### src/include/finv_settings.svh
// field widths, estimate width, seed index width and Newton stage count
`ifndef FINV_SETTINGS_SVH
`define FINV_SETTINGS_SVH

// single-precision fields
`define FINV_EXP_W 8
`define FINV_MAN_W 23
`define FINV_WORD_W 32

// fixed-point estimate and product arithmetic
`define FINV_EST_W 64

// top mantissa bits that address the seed table
`define FINV_SEED_IDX_W 5

// refinement depth, each stage roughly doubles the correct bits
`define FINV_NEWTON_STAGES 3

`endif

### src/include/finv_seed_table.svh
// seed table case items, 256 * (2/(1+f) - 1) at each interval midpoint
`ifndef FINV_SEED_TABLE_SVH
`define FINV_SEED_TABLE_SVH

            5'd0:  seed = 8'd248;
            5'd1:  seed = 8'd233;
            5'd2:  seed = 8'd219;
            5'd3:  seed = 8'd206;
            5'd4:  seed = 8'd193;
            5'd5:  seed = 8'd181;
            5'd6:  seed = 8'd170;
            5'd7:  seed = 8'd159;
            5'd8:  seed = 8'd149;
            5'd9:  seed = 8'd139;
            5'd10: seed = 8'd130;
            5'd11: seed = 8'd121;
            5'd12: seed = 8'd112;
            5'd13: seed = 8'd104;
            5'd14: seed = 8'd96;
            5'd15: seed = 8'd89;
            5'd16: seed = 8'd82;
            5'd17: seed = 8'd75;
            5'd18: seed = 8'd68;
            5'd19: seed = 8'd62;
            5'd20: seed = 8'd56;
            5'd21: seed = 8'd50;
            5'd22: seed = 8'd45;
            5'd23: seed = 8'd39;
            5'd24: seed = 8'd34;
            5'd25: seed = 8'd29;
            5'd26: seed = 8'd24;
            5'd27: seed = 8'd19;
            5'd28: seed = 8'd15;
            5'd29: seed = 8'd10;
            5'd30: seed = 8'd6;
            5'd31: seed = 8'd2;

`endif

### src/rtl/finv_pkg.sv
// vector types and the pipeline item struct of the reciprocal unit
`include "finv_settings.svh"

package finv_pkg;

    // raw ieee single word
    typedef logic [`FINV_WORD_W-1:0] float_word_t;

    // biased exponent
    typedef logic [`FINV_EXP_W-1:0] exponent_t;

    // stored fraction, hidden one not included
    typedef logic [`FINV_MAN_W-1:0] mantissa_t;

    // fixed point estimate of 2/(1.f), integer one at bit 31
    typedef logic [`FINV_EST_W-1:0] estimate_t;

    // one operand in flight between stages
    typedef struct packed {
        logic      valid;
        logic      sign;
        exponent_t exponent;
        mantissa_t mantissa;
        estimate_t estimate;
    } finv_item_t;

endpackage

### src/rtl/finv_seed.sv
// operand split and seed table lookup, first pipeline stage
`timescale 1ns/10ps
`include "finv_settings.svh"

module finv_seed (
    input  logic                  clk,
    input  logic                  arst_n,
    input  logic                  in_valid,
    input  finv_pkg::float_word_t operand,
    output finv_pkg::finv_item_t  item
);

    localparam int SEED_W = 8;
    // seed byte lands directly below the integer one
    localparam int SEED_LSB = `FINV_EST_W / 2 - 1 - SEED_W;

    logic                        sign;
    finv_pkg::exponent_t         exponent;
    finv_pkg::mantissa_t         mantissa;
    logic [`FINV_SEED_IDX_W-1:0] seed_idx;
    logic [SEED_W-1:0]           seed;
    finv_pkg::estimate_t         estimate;

    assign sign     = operand[`FINV_WORD_W-1];
    assign exponent = operand[`FINV_WORD_W-2 -: `FINV_EXP_W];
    assign mantissa = operand[`FINV_MAN_W-1:0];

    // table addressed by the leading fraction bits
    assign seed_idx = mantissa[`FINV_MAN_W-1 -: `FINV_SEED_IDX_W];

    always_comb begin
        case (seed_idx)
`include "finv_seed_table.svh"
            default: seed = '0;
        endcase
    end

    // 1.seed, lower bits left at zero
    assign estimate = finv_pkg::estimate_t'({1'b1, seed}) << SEED_LSB;

    always_ff @(posedge clk or negedge arst_n) begin
        if (!arst_n) begin
            item <= '0;
        end else begin
            item.valid    <= in_valid;
            item.sign     <= sign;
            item.exponent <= exponent;
            item.mantissa <= mantissa;
            item.estimate <= estimate;
        end
    end

endmodule

### config.mk
export PLATFORM = sky130hd
export DESIGN_NAME = finv_seed
export DESIGN_NICKNAME = d
export VERILOG_FILES = /design/src/rtl/finv_pkg.sv /design/src/rtl/finv_seed.sv
export VERILOG_INCLUDE_DIRS = /design/src /design/src/include
export SDC_FILE = /design/constraint.sdc
export NUM_CORES = 1
export LEC_CHECK = 0
export ABC_AREA = 1
export BUFFER_PORTS_ARGS = -buffer_cell sky130_fd_sc_hd__buf_2
export CAP_MARGIN = 5
export CORE_MARGIN = 2
export CORE_UTILIZATION = 43
export CTS_BUF_LIST = sky130_fd_sc_hd__clkbuf_4
export DETAILED_ROUTE_END_ITERATION = 8
export HOLD_SLACK_MARGIN = 0.02
export PLACE_DENSITY = 0.82
export REMOVE_ABC_BUFFERS = 1
export SLEW_MARGIN = 10
export SYNTH_ARGS = -nofsm -noshare
export SYNTH_HDL_FRONTEND = slang
export SYNTH_SLANG_ARGS = --single-unit
### constraint.sdc
create_clock -name clk -period 0.8 [get_ports clk]
set_clock_uncertainty 0.15 [all_clocks]
set_input_delay 0.08 -clock clk [delete_from_list [all_inputs] [get_ports clk]]
set_output_delay 0.08 -clock clk [all_outputs]
set_load 0.005 [all_outputs]
==> results of run 1 <==
[per-stage QoR]
stage	setup WS, ps	instance area [sq um]	TNS [ps]
floorplan	-279	1670	-1390
global placement	-400	2260	-2830
detailed placement	-416	2260	-2990
CTS	-304	2620	-11600
global route	-340	2670	-12880
finish	-286	2670	-10760
[layer usage]
metal	GRT usage	routed length (microns)
met1	0.210	1740
met2	0.333	2270
met3	0.0427	478
met4	0.0629	49
met5	0	0
[cells by family after synthesis]
family | share of synthesized area
flip-flops | 0.549
AO/OA/AOI/OAI | 0.0288
buffers and inverters | 0.255
adder cells (fa/ha/maj) | 0.0327
other | 0.00392
AND/OR/NAND/NOR | 0.131
[worst max path at each step]
stage                          end  slack, ps  cells past startpoint
after CTS                 item[30]       -300                      1
final                     item[64]       -290                      1
after floorplan           item[26]       -280                      8
after global routing      item[64]       -340                      1
after detailed placement  item[26]       -420                      9
after global placement    item[26]       -400                      9
[synth_stat cells (all sizes together)]
| master | instances | area (sq um) |
|---|---|---|
| o211ai | 1 | 7.51 |
| o21ai | 7 | 42.5 |
| nand2 | 47 | 181 |
| dfrtp | 42 | 1050 |
| inv | 10 | 37.5 |
| nor2 | 2 | 7.51 |
| nand4 | 1 | 6.26 |
| ha | 5 | 62.6 |
| buf | 59 | 450 |
| conb | 2 | 7.51 |
| a21oi | 1 | 5.00 |
| nand3 | 10 | 55.1 |
[final cells by class]
| cell class | count | area (sq um) |
|---|---|---|
| clock buffers | 5 | 37.5 |
| clock inverters | 2 | 10.0 |
| fillers | 377 | 1650 |
| inverters | 10 | 45.0 |
| multi-input cells | 130 | 613 |
| flip-flops and latches | 42 | 1050 |
| well taps | 52 | 65.1 |
| repair buffers | 123 | 852 |
[power breakdown]
part           internal, mW  switching [mW]  total [mW]
Clock                 0.317           0.604       0.921
Sequential             2.25          0.0342        2.28
Combinational         0.397           0.418       0.815
[timing repair]
item / 4_1_cts / 5_1_grt
setup endpoints to repair: 48 / 48
gates resized for setup: 4 / 12
pin swaps: 1 / 4
endpoints found under the hold margin: 83 / 10
hold buffers: 30 / 1
==> run metrics, run 1 <==
number of global-route vias before repair 1,430; Cells after DPL approximately 330; H-tree lvl count 2; total power 4.02 mW; Netlist Area Pre-Place around 1900 sq um; Critical Path AT roughly 860 ps; I/O pin count about 130; Hold Crit Class in -> reg; critical path's slowest cell dfrtp_1; Slew Viols, Final 0; fraction of layout cells with a size suffix above 1 0.372; Worst-path clk slew 110 ps; Data required, critical path 570 ps; Vias 1,534; synthesis-to-layout area growth 39.7%; CP Buf/Inv Count 1; Tmin final 1090 ps; leak pwr 1.49 nW; global-route wire length before repair 7060 microns; max reg flops 42; port bufs 76; Cell Pwr Density 1500 nW/um^2; failing checks negative hold slack, negative setup slack; unrepaired setup endpoints after global routing yes; drc violations 0; CTS sink count 42; root buf cell clkbuf_4; Top reg by flops item; largest stage delay on the critical path 400 ps; endpoints failing setup 43; total die area 5000 sq um; CP Max Fanout 1; crit start category flop; final worst-path cycle share 1.36; DRT antenna net count 0; largest net degree at the start of global routing 43; fin cells 364; crit end category primary output; crit-path leading delay family flip-flops; drt via density 4.21; commonest non-fill, non-tap cell in the layout buf_2; drt wl/cell 12.5 microns; iteration count of the initial detailed-routing pass 4; Yosys reg bits 42; Post-Route WL 4540 microns; slack of the critical path -286 ps; TritonCTS clock tree done; total congestion overflow 0; detailed placement HPWL 3060 microns; Rows 24; Fin. Hold Viols 8; fmax slightly above 900 MHz; Cells after Synth around 190; Worst Hold Path EP item[86]; yosys warns 0; status complete, but fails checks; DRT iter0 DRCs 57; Largest regs item x42; CP Class reg -> out; Starting Density 0.443; Die Height 70.7 microns; post-synthesis sequential area ratio 0.549; critical-path cell list buf_2; Hold WS -197 ps; hold path cells 1; Syn Area/Cell approximately 10 sq um; initial antenna violation count 0; fin util 0.618; gp weighted congestion 0.908; Post-CTS Setup Bufs 0; total of max-cap violations 0; GRT Util Overall 0.183; most frequent cells in the layout buf_2 (74), conb_1 (56), nand2_1 (44); Max IR drop VDD 0.567 mV; clock buffer depth 2; DIE WIDTH 70.7 microns; nets 352; Inserted Diodes 0; CTS Buf Count 5; synth unique cells 18; core area 4320 sq um; Hold Startpoint operand[22]; Critical Path Source item[64]
Power figures use the tool's default switching activity.
==> inputs of run 2 (changes only) <==
--- a/config.mk
+++ b/config.mk
@@ -16,6 +16,7 @@
 export HOLD_SLACK_MARGIN = 0.02
 export PLACE_DENSITY = 0.82
 export REMOVE_ABC_BUFFERS = 1
+export SETUP_SLACK_MARGIN = 0.4
 export SLEW_MARGIN = 10
 export SYNTH_ARGS = -nofsm -noshare
 export SYNTH_HDL_FRONTEND = slang
==> run 2 against run 1 <==
Effect of this change: the run still ends with negative hold slack, negative setup slack left; worst setup slack improved by 3.6 ps; sequential cell count is the same; routed wire length fell by 13%; hold slack worse by 260 ps; fmax is 0.33% higher; utilization shrank 3.9 points; sequential share of layout area up 2.7 points; critical path depth is the same; combinational power fell by 5.6%; non-clock buffer count is 28 lower; die area is the same; critical path type unchanged; largest cell class unchanged; largest power group unchanged.
==> run metrics, run 2 (synthesized netlist as in run 1, its figures left out) <==
CP Max Fanout 1 (unchanged); DRT antenna net count 0 (unchanged); pre-CTS setup slack -416 ps (unchanged); number of global-route vias before repair 1,323 (-7.5%); CTS sink count 42 (unchanged); H-tree lvl count 2 (unchanged); Starting Density 0.443 (unchanged); clock buffer depth 2 (unchanged); critical-path cell list buf_2; iteration count of the initial detailed-routing pass 4 (unchanged); Cells after DPL 327 (unchanged); most frequent cells in the layout buf_2 (73), conb_1 (56), dfrtp_1 (42); Cell Pwr Density 1580 nW/um^2 (+5.4%); commonest non-fill, non-tap cell in the layout buf_2; Worst-path clk slew 110 ps (about the same); Inserted Diodes 0 (unchanged); slack of the critical path -282 ps (+3.59 ps); root buf cell clkbuf_4; synthesis-to-layout area growth 30.8%; Top reg by flops item; endpoints failing setup 42 (-2.3%); initial antenna violation count 0 (unchanged); I/O pin count 132 (unchanged); drt wl/cell 11.8 microns (-5.4%); Post-Route WL 3970 microns (-13%); drc violations 0 (unchanged); drt via density 4.27 (+1.3%); Rows 24 (unchanged); max reg flops 42 (unchanged); crit start category flop; DRT iter0 DRCs 23 (-60%); unrepaired setup endpoints after global routing yes; total die area 5000 sq um (unchanged); GRT Util Overall 0.157 (-0.0257); largest stage delay on the critical path 400 ps (about the same); fin cells 336 (-7.7%); Slew Viols, Final 0 (unchanged); crit end category primary output; status complete, but fails checks; DIE WIDTH 70.7 microns (unchanged); final worst-path cycle share 1.35 (-0.00449); Die Height 70.7 microns (unchanged); Max IR drop VDD 0.585 mV (+3.2%); fmax 924 MHz (+0.33%); Vias 1,435 (-6.5%); total congestion overflow 0 (unchanged); core area 4320 sq um (unchanged); fraction of layout cells with a size suffix above 1 0.475 (+0.104); largest net degree at the start of global routing 43 (unchanged); global-route wire length before repair 6190 microns (-12%); gp weighted congestion 0.908 (unchanged); port bufs 76 (unchanged); critical path's slowest cell dfrtp_1; Largest regs item x42; Data required, critical path 570 ps (about the same); Tmin final 1080 ps (-3.59 ps); crit-path leading delay family flip-flops; fin util 0.579 (-0.0394); Design Area, Final 2500 sq um (-6.4%); Critical Path AT 850 ps (about the same); Fin. Hold Viols 79 (+71); detailed placement HPWL 3060 microns (unchanged); TritonCTS clock tree done; Hold Crit Class in -> async; CP Class reg -> out; total of max-cap violations 0 (unchanged); CTS Buf Count 5 (unchanged); Hold WS -456 ps (-260 ps); area post-placement 2260 sq um (unchanged); CP Buf/Inv Count 1 (unchanged); nets 324 (-8.0%); failing checks negative hold slack, negative setup slack; leak pwr 1.39 nW (-6.2%)
run 2: where the power goes:
group / internal, mW / total (mW) / switching [mW]
Clock: 0.317 / 0.922 / 0.605
Sequential: 2.25 / 2.27 / 0.0285
Combinational: 0.343 / 0.769 / 0.426
run 2: how the worst max path moves through the flow:
stage / from / end / slack [ps] / cells after the start
after floorplan: operand[18] / item[26] / -280 / 8
after global placement: operand[18] / item[26] / -400 / 9
after detailed placement: operand[18] / item[26] / -420 / 9
after CTS: item[30] / item[30] / -300 / 1
after global routing: item[92] / item[92] / -320 / 1
final: item[30] / item[30] / -280 / 1
run 2: layout make-up:
| class | count | area [sq um] |
|---|---|---|
| Clock inverter | 2 | 10.0 |
| Multi-Input combinational cell | 130 | 694 |
| Inverter | 10 | 52.6 |
| Tap cell | 52 | 65.1 |
| Fill cell | 397 | 1820 |
| Clock buffer | 5 | 37.5 |
| Timing Repair Buffer | 95 | 593 |
| Sequential cell | 42 | 1050 |
run 2: metrics by stage:
step	setup TNS (ps)	total power, mW
floorplan	-1390	2.56
global placement	-2830	2.95
detailed placement	-2990	2.97
CTS	-11600	3.98
global route	-12740	4.19
finish	-10650	3.97
run 2: timing repair:
action | CTS | global route
pin swaps | 18 | 11
buffers inserted | 2 | 0
hold endpoints to repair | 83 | 80
gates resized for setup | 37 | 11
cloned | 0 | 0
endpoints found under the setup margin | 50 | 50
run 2: per-layer routing:
metal / up-vias / part of all wire / GRT usage
li1: 653 / - / -
met1: 661 / 0.36 / 0.170
met2: 115 / 0.51 / 0.290
met3: 6 / 0.12 / 0.0456
met4: 0 / 0.012 / 0.0587
met5: - / 0 / 0
